<file path="src/hdl/mbxPkg.sv">
package mbxPkg;

  //////////////////////////////////////////////////
  // Line geometry
  //////////////////////////////////////////////////
  localparam int mbWords = 4;
  localparam int wordIdxW = 2;
  localparam int wordW = 36;

  typedef logic [wordIdxW-1:0] wordIdx_t;
  typedef logic [mbWords-1:0] wordMask_t;
  typedef logic [wordW-1:0] word_t;

  // Cache cycle opcodes
  typedef enum logic [2:0] {
    cycIdle,
    cycWriteback,
    cycOneWordWr,
    cycCoreRead,
    cycOneWordRd
  } cycle_e;

  typedef enum logic {
    xferIdle,
    xferLoad
  } xferState_e;

  //////////////////////////////////////////////////
  // Buses between the parts
  //////////////////////////////////////////////////
  typedef struct packed {
    logic start;
    cycle_e cyc;
    wordIdx_t wordAdr;
    wordMask_t wordVal;
  } cshReq_t;

  typedef struct packed {
    logic load;
    wordIdx_t idx;
    word_t data;
  } mbLoad_t;

  typedef struct packed {
    logic any;
    wordIdx_t sel;
    word_t data;
  } mbHead_t;

  typedef struct packed {
    logic wrRq;
    logic rdRq;
    wordIdx_t wordSel;
    wordMask_t rqMask;
    word_t data;
  } memPort_t;

  // Index of the lowest set bit, zero when the mask is empty
  function automatic wordIdx_t lowestIdx(input wordMask_t m);
    wordIdx_t idx;
    idx = '0;
    for (int k = mbWords - 1; k >= 0; k--) begin
      if (m[k]) begin
        idx = wordIdx_t'(k);
      end
    end
    return idx;
  endfunction

endpackage

</file>
<file path="src/hdl/cacheToMbSeq.sv">
`timescale 1ns/1ps

module cacheToMbSeq (
  input  logic             clk,
  input  logic             rstN,
  input  mbxPkg::cshReq_t  cshReq,
  input  mbxPkg::word_t    cacheData,
  output mbxPkg::wordIdx_t cacheWordIdx,
  output mbxPkg::mbLoad_t  mbLoad,
  output logic             xferActive
);

  mbxPkg::xferState_e state;
  mbxPkg::wordIdx_t cnt;
  mbxPkg::wordIdx_t lastIdx;
  logic isWriteback;
  logic isOneWordWr;
  logic startWr;

  //////////////////////////////////////////////////
  // Cycle decode
  //////////////////////////////////////////////////
  assign isWriteback = cshReq.cyc == mbxPkg::cycWriteback;
  assign isOneWordWr = cshReq.cyc == mbxPkg::cycOneWordWr;

  // Reads and idle cycles never leave xferIdle
  assign startWr = cshReq.start && (state == mbxPkg::xferIdle) &&
                   (isWriteback || isOneWordWr);

  //////////////////////////////////////////////////
  // Word stepping
  //////////////////////////////////////////////////
  always_ff @(posedge clk or negedge rstN) begin
    if (!rstN) begin
      state   <= mbxPkg::xferIdle;
      cnt     <= '0;
      lastIdx <= '0;
    end else begin
      unique case (state)
        mbxPkg::xferIdle: begin
          if (startWr) begin
            state <= mbxPkg::xferLoad;
            if (isWriteback) begin
              // Whole line, word 0 upward
              cnt     <= '0;
              lastIdx <= mbxPkg::wordIdx_t'(mbxPkg::mbWords - 1);
            end else begin
              cnt     <= cshReq.wordAdr;
              lastIdx <= cshReq.wordAdr;
            end
          end
        end
        mbxPkg::xferLoad: begin
          if (cnt == lastIdx) begin
            state <= mbxPkg::xferIdle;
          end else begin
            cnt <= cnt + 1'b1;
          end
        end
        default: begin
          state <= mbxPkg::xferIdle;
        end
      endcase
    end
  end

  //////////////////////////////////////////////////
  // Cache read and buffer load
  //////////////////////////////////////////////////
  assign xferActive   = state == mbxPkg::xferLoad;
  assign cacheWordIdx = cnt;

  // Cache answers in the same cycle, so data goes straight to the buffer
  always_comb begin
    mbLoad.load = xferActive;
    mbLoad.idx  = cnt;
    mbLoad.data = cacheData;
  end

endmodule

</file>
<file path="src/hdl/mbWordTracker.sv">
`timescale 1ns/1ps

module mbWordTracker (
  input  logic            clk,
  input  logic            rstN,
  input  mbxPkg::mbLoad_t mbLoad,
  input  logic            wrAck,
  output mbxPkg::mbHead_t head
);

  mbxPkg::word_t wordBuf [mbxPkg::mbWords];
  mbxPkg::wordMask_t pend;
  mbxPkg::wordMask_t pendNext;
  mbxPkg::wordIdx_t lowSel;
  mbxPkg::wordIdx_t heldSel;
  mbxPkg::wordIdx_t curSel;
  logic hold;
  logic anyPend;

  //////////////////////////////////////////////////
  // Buffer words
  //////////////////////////////////////////////////
  always_ff @(posedge clk) begin
    if (mbLoad.load) begin
      wordBuf[mbLoad.idx] <= mbLoad.data;
    end
  end

  //////////////////////////////////////////////////
  // Pending write bits
  //////////////////////////////////////////////////
  assign anyPend = |pend;

  always_comb begin
    pendNext = pend;
    // Ack retires the word shown this cycle
    if (wrAck) begin
      pendNext[curSel] = 1'b0;
    end
    if (mbLoad.load) begin
      pendNext[mbLoad.idx] = 1'b1;
    end
  end

  always_ff @(posedge clk or negedge rstN) begin
    if (!rstN) begin
      pend <= '0;
    end else begin
      pend <= pendNext;
    end
  end

  //////////////////////////////////////////////////
  // Select with hold
  //////////////////////////////////////////////////
  assign lowSel = mbxPkg::lowestIdx(pend);

  // Once offered, a word stays selected until memory takes it
  assign curSel = hold ? heldSel : lowSel;

  always_ff @(posedge clk or negedge rstN) begin
    if (!rstN) begin
      hold    <= 1'b0;
      heldSel <= '0;
    end else begin
      hold    <= anyPend && !wrAck;
      heldSel <= curSel;
    end
  end

  always_comb begin
    head.any  = anyPend;
    head.sel  = curSel;
    head.data = wordBuf[curSel];
  end

endmodule

</file>
<file path="src/hdl/memReqCtl.sv">
`timescale 1ns/1ps

module memReqCtl (
  input  logic             clk,
  input  logic             rstN,
  input  mbxPkg::cshReq_t  cshReq,
  input  mbxPkg::mbHead_t  head,
  input  logic             xferActive,
  input  logic             memAck,
  output logic             wrAck,
  output mbxPkg::memPort_t mem,
  output logic             busy
);

  mbxPkg::wordMask_t rqMask;
  mbxPkg::wordMask_t rdBit;
  mbxPkg::wordIdx_t rdSel;
  logic rdRq;

  //////////////////////////////////////////////////
  // Read word mask
  //////////////////////////////////////////////////
  assign rdSel = mbxPkg::lowestIdx(rqMask);
  assign rdBit = mbxPkg::wordMask_t'(1) << rdSel;
  assign rdRq  = |rqMask;

  always_ff @(posedge clk or negedge rstN) begin
    if (!rstN) begin
      rqMask <= '0;
    end else if (cshReq.start && !busy) begin
      unique case (cshReq.cyc)
        // Fetch only what the cache lacks
        mbxPkg::cycCoreRead: begin
          rqMask <= ~cshReq.wordVal;
        end
        mbxPkg::cycOneWordRd: begin
          rqMask <= mbxPkg::wordMask_t'(1) << cshReq.wordAdr;
        end
        default: begin
          rqMask <= rqMask;
        end
      endcase
    end else if (memAck && rdRq) begin
      rqMask <= rqMask & ~rdBit;
    end
  end

  //////////////////////////////////////////////////
  // Memory side
  //////////////////////////////////////////////////
  assign wrAck = memAck && head.any;

  always_comb begin
    mem.wrRq   = head.any;
    mem.rdRq   = rdRq;
    // Reads and writes never overlap
    mem.wordSel = rdRq ? rdSel : head.sel;
    mem.rqMask = rqMask;
    mem.data   = head.data;
  end

  assign busy = xferActive || head.any || rdRq;

endmodule

</file>
<file path="src/hdl/mbx.sv">
`timescale 1ns/1ps

module mbx (
  input  logic             clk,
  input  logic             rstN,
  input  mbxPkg::cshReq_t  cshReq,
  input  mbxPkg::word_t    cacheData,
  input  logic             memAck,
  output mbxPkg::wordIdx_t cacheWordIdx,
  output mbxPkg::memPort_t mem,
  output logic             busy
);

  mbxPkg::mbLoad_t mbLoad;
  mbxPkg::mbHead_t head;
  logic wrAck;
  logic xferActive;

  //////////////////////////////////////////////////
  // Cache to buffer
  //////////////////////////////////////////////////
  cacheToMbSeq iSeq (
    .clk          (clk),
    .rstN         (rstN),
    .cshReq       (cshReq),
    .cacheData    (cacheData),
    .cacheWordIdx (cacheWordIdx),
    .mbLoad       (mbLoad),
    .xferActive   (xferActive)
  );

  //////////////////////////////////////////////////
  // Buffer words and write selection
  //////////////////////////////////////////////////
  mbWordTracker iTracker (
    .clk    (clk),
    .rstN   (rstN),
    .mbLoad (mbLoad),
    .wrAck  (wrAck),
    .head   (head)
  );

  //////////////////////////////////////////////////
  // Memory requests
  //////////////////////////////////////////////////
  memReqCtl iReqCtl (
    .clk        (clk),
    .rstN       (rstN),
    .cshReq     (cshReq),
    .head       (head),
    .xferActive (xferActive),
    .memAck     (memAck),
    .wrAck      (wrAck),
    .mem        (mem),
    .busy       (busy)
  );

endmodule

</file>
<file path="config.mk">
export PLATFORM = sky130hd
export DESIGN_NAME = mbx
export DESIGN_NICKNAME = d
export VERILOG_FILES = /design/src/hdl/mbxPkg.sv /design/src/hdl/cacheToMbSeq.sv /design/src/hdl/mbWordTracker.sv /design/src/hdl/memReqCtl.sv /design/src/hdl/mbx.sv
export SDC_FILE = /design/constraint.sdc
export NUM_CORES = 1
export LEC_CHECK = 0
export ABC_AREA = 1
export BUFFER_PORTS_ARGS = -buffer_cell sky130_fd_sc_hd__buf_4
export CORE_ASPECT_RATIO = 1.25
export CORE_MARGIN = 2
export CORE_UTILIZATION = 30
export CTS_CLUSTER_SIZE = 30
export DETAILED_ROUTE_END_ITERATION = 8
export HOLD_SLACK_MARGIN = 0.06
export PLACE_DENSITY = 0.56
export RECOVER_POWER = 25
export SKIP_LAST_GASP = 1
export SLEW_MARGIN = 10
export SYNTH_ARGS = -nofsm -noshare
export SYNTH_HDL_FRONTEND = slang
export SYNTH_SLANG_ARGS = --single-unit
</file>
<file path="constraint.sdc">
create_clock -name clk -period 1.8 [get_ports clk]
set_input_delay 0.36 -clock clk [delete_from_list [all_inputs] [get_ports clk]]
set_output_delay 0.36 -clock clk [all_outputs]
set_load 0.02 [all_outputs]
</file>
# --- Word level (Yosys, flattened, before mapping) ---
# Memories as Yosys holds them, arrays and structs flattened.
# Index checks and enable logic that the tools add are counted.
op_classes:
  addsub: 1
  n_lt_le_gt_ge: 4
  eq_ne: 8
  shift: 2
  mux: 29
  n_bitwise: 7
  n_reduce_logical: 19
op_table:
  columns: ["cell", "n"]
  rows:
  - ["2-bit 2-to-1 mux", 14]
  - ["4-bit 2-to-1 mux", 4]
  - ["4-bit inverter", 3]
  - ["4-bit AND", 2]
  - ["1-bit logical AND", 8]
  - ["4-bit one-hot mux with 2 select lines", 1]
  - ["4-bit OR reduction", 2]
  - ["1-bit by 2-bit << shifter with 4-bit output, first input constant", 2]
  - ["3-bit by 2-bit equality test with 1-bit output, second input constant", 2]
  - ["2-bit by 3-bit less-than comparator with 1-bit output, second input constant", 2]
  - ["1-bit 2-to-1 mux", 6]
  - ["2-bit AND reduction", 3]
  - ["1-bit demux with 2-bit select", 2]
  - ["2-bit by 1-bit greater-or-equal comparator with 1-bit output, second input constant", 2]
  - ["4-bit OR", 1]
  - ["2-bit one-hot mux with 2 select lines", 1]
  - ["3-bit by 1-bit equality test with 1-bit output, second input constant", 1]
  - ["3-bit equality test, second input constant", 1]
  - ["1-bit logical OR", 3]
  - ["3-bit != test, second input constant", 1]
  - ["2-bit by 1-bit adder with 2-bit output, second input constant", 1]
  - ["2-bit equality test", 1]
  - ["1-bit zero test", 2]
  - ["2-bit by 1-bit != test with 1-bit output, second input constant", 1]
  - ["other kinds (4)", 4]
word_totals:
  reg_bits: 16
  mem_bits_rw: 144
  input_bits: 49
  output_inout_bits: 47
  word_cells: 78
  memories: 1
memory_table:
  columns: ["memory", "depth", "width", "rd", "rd_ports_with_merged_regs", "write_ports", "line", "source"]
  rows:
  - ["iTracker.wordBuf", 4, 36, 1, 0, 1, "mbWordTracker.sv:11", "mbxPkg::word_t wordBuf [mbxPkg::mbWords];"]

# --- Longest topological paths before layout ---
depth:
  word_depth: 14
  mapped_depth: 11
  mapped_depth_nobuf: 8

# --- Modules after synthesis ---
# From an unflattened synthesis, not the netlist that was laid out.
hier_totals:
  cells_unflattened: 749
  area_unflattened_um2: 7559.8
modules_own_cells:
  columns: ["mod", "instances", "cells_each", "area_each_um2", "seq_area_each_um2"]
  rows:
  - ["mbWordTracker", 1, 554, 6213.5, 4499.3]
  - ["memReqCtl", 1, 113, 742.0, 100.1]
  - ["cacheToMbSeq", 1, 82, 604.3, 125.1]

# --- Worst setup path before layout ---
# No wires, ideal clock.
synth_timing:
  path_kind: "register -> register"
  start: "register iSeq.cnt[0] (netlist: iSeq.cacheWordIdx[0])"
  end: "memory iTracker.wordBuf[2][0] (netlist name), enable pin"
  setup_ps: 391
  arrival_time_ps: 1532
  required_time_ps: 1409
  path_slack_ps: -123
  stages_incl_launch_ff: 5
  path_buffers: 0
  period_less_slack_ps: 1923
  cell_sequence: "dfrtp_1 > inv_1 > ha_1 > nand2_1 > inv_1"
synth_rtl:
  columns: ["element", "line", "source"]
  rows:
  - ["start: declaration", "cacheToMbSeq.sv:14", "mbxPkg::wordIdx_t cnt;"]
  - ["start signal: assignment", "cacheToMbSeq.sv:48", "cnt <= cshReq.wordAdr;"]
  - ["start signal: assignment", "cacheToMbSeq.sv:57", "cnt <= cnt + 1'b1;"]
  - ["end: declaration", "mbWordTracker.sv:11", null]
# Straight into the memory's write port.

==> results list <==
* Number of H-tree levels: 4
* Post-synth cell types: 25
- STA classifies the critical path endpoint as an output pin.
- Via count of the first global-routing pass: 4690
- Crit path time final: 2230 ps
- Crit path max-delay family: buffers and inverters
- Main combinational cell family by area after synthesis: simple AND/OR/NAND/NOR gates
* Result of the run: finished, violations left
- After layout, the worst setup slack is -430 ps.
- Internal power: around 10 mW
* Post-Synth Adder-Cell Area: 0.679%
- Syn avg cell area: 10.3 um2
- Highest net fanout along the worst path: 7
- STA puts the critical path data required time at 1440 ps.
- Routed len/inst: between 15 and 20 um
- Post-Syn Nets: 767
- The tool flagged a number of max-cap violations equal to 0.
* Logic gate share of total power: 49.7%
- The detail route stage leaves a number of antenna-violating nets equal to 0.
- Counting both buffers and inverters, the worst setup path holds a total of 4.
* Violations in the final reports: negative setup slack
- Vias post-DR: 4864
- The routed design has between 15000 and 20000 um of wire.
- Final Slew Violations: 0
* Delay contributed by the slowest stage of the critical path: 400 ps
- Share of cells above drive strength 1: 23.3%
- Clk sinks: 160
- Parity-gate share of the synthesized area counting xor and xnor cells: 0.238%
- The worst setup path is launched from a flop.
- Slowest library cell on the worst path: dfrtp_1
- Global-route congestion overflow total: 0
- Worst setup slack before clock tree synthesis: -50.7 ps
- The count of buffers added on input and output ports is 95.
- Clock input transition at the sequential cells of the worst setup and hold paths: 60 ps
- Number of buffers created by CTS: 17
- Total number of nets in the final design: 857
- Entering global routing, the biggest net connects 37 pins.
- Root Buffer: clkbuf_16
* Multiplexer fraction of the synthesized cell area: 0%
* Number of DRC markers in iteration 0: approximately 220
- The initial antenna violation count is 0.
- Headroom to the max-slew limit came out at 70.9%.
* Period utilisation layout: 124%
- The critical path goes through buf_6 -> nor2_4 -> nand2_2 -> nand2_4 -> clkinv_8 -> clkbuf_16 -> nand3_2 -> nand2_1 -> buf_4.
- FF-to-FF setup slack: 110 ps
* Number of cells on the worst hold path: 1
- Summing the areas of all compound-gate instances in the mapped netlist gives 1.26% of the synthesized area.
- Derived from the worst setup path, the maximum achievable clock frequency is 448 MHz.
* Seq pwr share: 29.3%
- Share of total power consumed by net switching: 38.9%
- Total track usage: 13.3%
- Setup repair after global routing could not meet its margin everywhere.
- Post-synthesis share of cell area spent on and, or, nand and nor gates: a little over a fifth
* Worst hold slack after final layout: ~140 ps
* Clk network pwr share: 21.0%
- P&R area growth vs syn: 28.3%
- Static power due to leakage: 4.11 nW
- In the final timing run, aggregate negative setup slack is -15400 ps.
- Data arrives at the worst endpoint at ~1900 ps.
* Die extent in y: 179 um
* Clk Latency, worst-skew pair: 430 ps
* Setup violators final: 40
* Clock tree from TritonCTS: built
* Net switching power figure: about 6.6 mW
- The critical path crosses 9 cells after its start point.
- The cell area that synthesis handed to floorplanning was 7370 um2.
* Transition time at the pin with the least slew margin: about 440 ps
- Vias/cell: about 4.2
- The number of antenna diodes in the final layout is 0.
- The number of failing hold endpoints at the final stage came to 0.
* Peak supply drop: 0.000878 V
* R2r worst-path depth: 10
- For this configuration, the core starts out at a cell density of 30.3%.
- At the end of routability-driven placement, the weighted congestion stood at 0.761.
* Post-detailed-route DRC marker count: 0
* Count of pins on the block boundary: 96
* FP Rows: 64
- Die Area: 25800 um2
- Leaving out fill and tap cells, the most frequent cell in the layout is nand2_1.
- Path type of the worst min-delay path: in2reg
- The setup path with the least slack is of type reg2out.
- The library cells used most frequently in the layout, excluding fill and tap cells, are 178 x nand2_1, 144 x edfxtp_1, 122 x inv_1, 77 x nand3_1, 71 x buf_4.
- Die width: 144 um
- Synthesized instance count: 714
- Final worst clock skew: 11.9 ps
- Core area: 24300 um2
- Longest Clk Path Bufs: 2
- Sequential cells were found to cover between 60% and 70% of the synthesized design area.
* Power density over cell area: 1800 nW/um2
- Yosys reg bits: between 150 and 200
- The first detailed-routing pass ran for 5 iterations.
- The HPWL after detailed placement is 10200 um.
* Wire length of the first global-routing pass: 25400 um
- Number of warning messages in the yosys log: 0
-- timing repair --
action / CTS / global route
hold buffers: 1 / 0
hold endpoints to repair: 16 / 0
gates cloned: 4 / 5
setup endpoints to repair: 40 / 43
gates resized for setup: 34 / 50
setup buffers: 7 / 0
pin swaps: 8 / 11
-- worst paths after layout --
kind / from / endpoint
hold / removal: cacheData[27] / iTracker.wordBuf[0][27]
max in group asynchronous: rstN / iSeq.cacheWordIdx[0]
setup reg to reg: iTracker.hold / iTracker.pend[3]
min in group asynchronous: rstN / iReqCtl.rqMask[3]
setup / recovery: iTracker.hold / mem[1]
hold reg to reg: iSeq.lastIdx[0] / iSeq.lastIdx[0]
-- cells by family (layout without fill, tap and decap cells) --
logic type	after synthesis	after routing
buf+inv	195	298
fa+ha+maj	4	4
flops	160	160
simple gates	337	337
xor+xnor	2	2
compound gates	16	16
-- power by group through the flow --
stage	sequential, mW	clock [mW]	combinational [mW]
2_1_floorplan	5.04	0	5.02
3_3_place_gp	5.03	0	6.89
3_5_place_dp	5.04	0	6.92
4_1_cts	4.98	3.65	7.72
5_1_grt	5.06	3.79	9.19
6_report	5.00	3.58	8.47
-- sequential cells by signal (all words and copies together), names as in the netlist --
signal and cells:
iTracker.heldSel 2, iTracker.pend 4, iTracker.wordBuf 144, iSeq.lastIdx 2
iReqCtl.rqMask 4, iTracker.hold 1, iSeq.xferActive 1, iSeq.cacheWordIdx 2
-- final cells by class --
class,instances,area [um2]
Fill cell,2419,14900
Sequential cell,160,4730
Multi-Input combinational cell,359,1900
Timing Repair Buffer,136,1300
Inverter,130,528
Clock buffer,18,429
Tap cell,330,413
Clock inverter,14,155
-- synth_stat cells (all sizes together) --
| master | count | area (um2) |
|---|---|---|
| nand2 | 194 | 743 |
| edfxtp | 144 | 4320 |
| inv | 130 | 488 |
| nand3 | 89 | 445 |
| buf | 57 | 419 |
| nand3b | 37 | 278 |
| dfrtp | 16 | 400 |
| nor2 | 15 | 66.3 |
| clkbuf | 8 | 30.0 |
| a21oi | 6 | 30.0 |
| o21ai | 6 | 30.0 |
| ha | 4 | 50.1 |
| a21o | 2 | 15.0 |
| xnor2 | 2 | 17.5 |
| and2 | 1 | 6.26 |
| nand4 | 1 | 6.26 |
| o21bai | 1 | 11.3 |
| o22ai | 1 | 6.26 |
-- worst reg2reg max path, stage by stage (launching register included) --
cell and delay, ps:
dfrtp_1 400, buf_6 140, nor2_4 90, nand2_2 60, nand2_4 120, buf_6 150
clkbuf_16 170, buf_4 130, nand2_1 70, o21ai_0 170, nand2_1 70
-- routing by layer --
metal | vias to the layer above | global-route usage (%) | wire length, um | part of all wire [%]
met4 | 0 | 6.43 | 323 | 1.9
met1 | 2280 | 16.4 | 7660 | 44
met3 | 23 | 2.99 | 671 | 3.9
met5 | - | 0 | 0 | 0
li1 | 2444 | - | - | -
met2 | 117 | 22.2 | 8700 | 50
-- through the flow --
step | instance area [um2] | utilization (%) | power [mW] | instances
6_report | 9450 | 38.8 | 17.0 | 1147
3_5_place_dp | 8350 | 34.3 | 12.0 | 1099
4_1_cts | 9220 | 37.9 | 16.3 | 1142
2_1_floorplan | 7380 | - | 10.1 | 714
3_3_place_gp | 8350 | 34.3 | 11.9 | 1099
5_1_grt | 9450 | 38.8 | 18.0 | 1147
(Power assumes the default switching activity.)
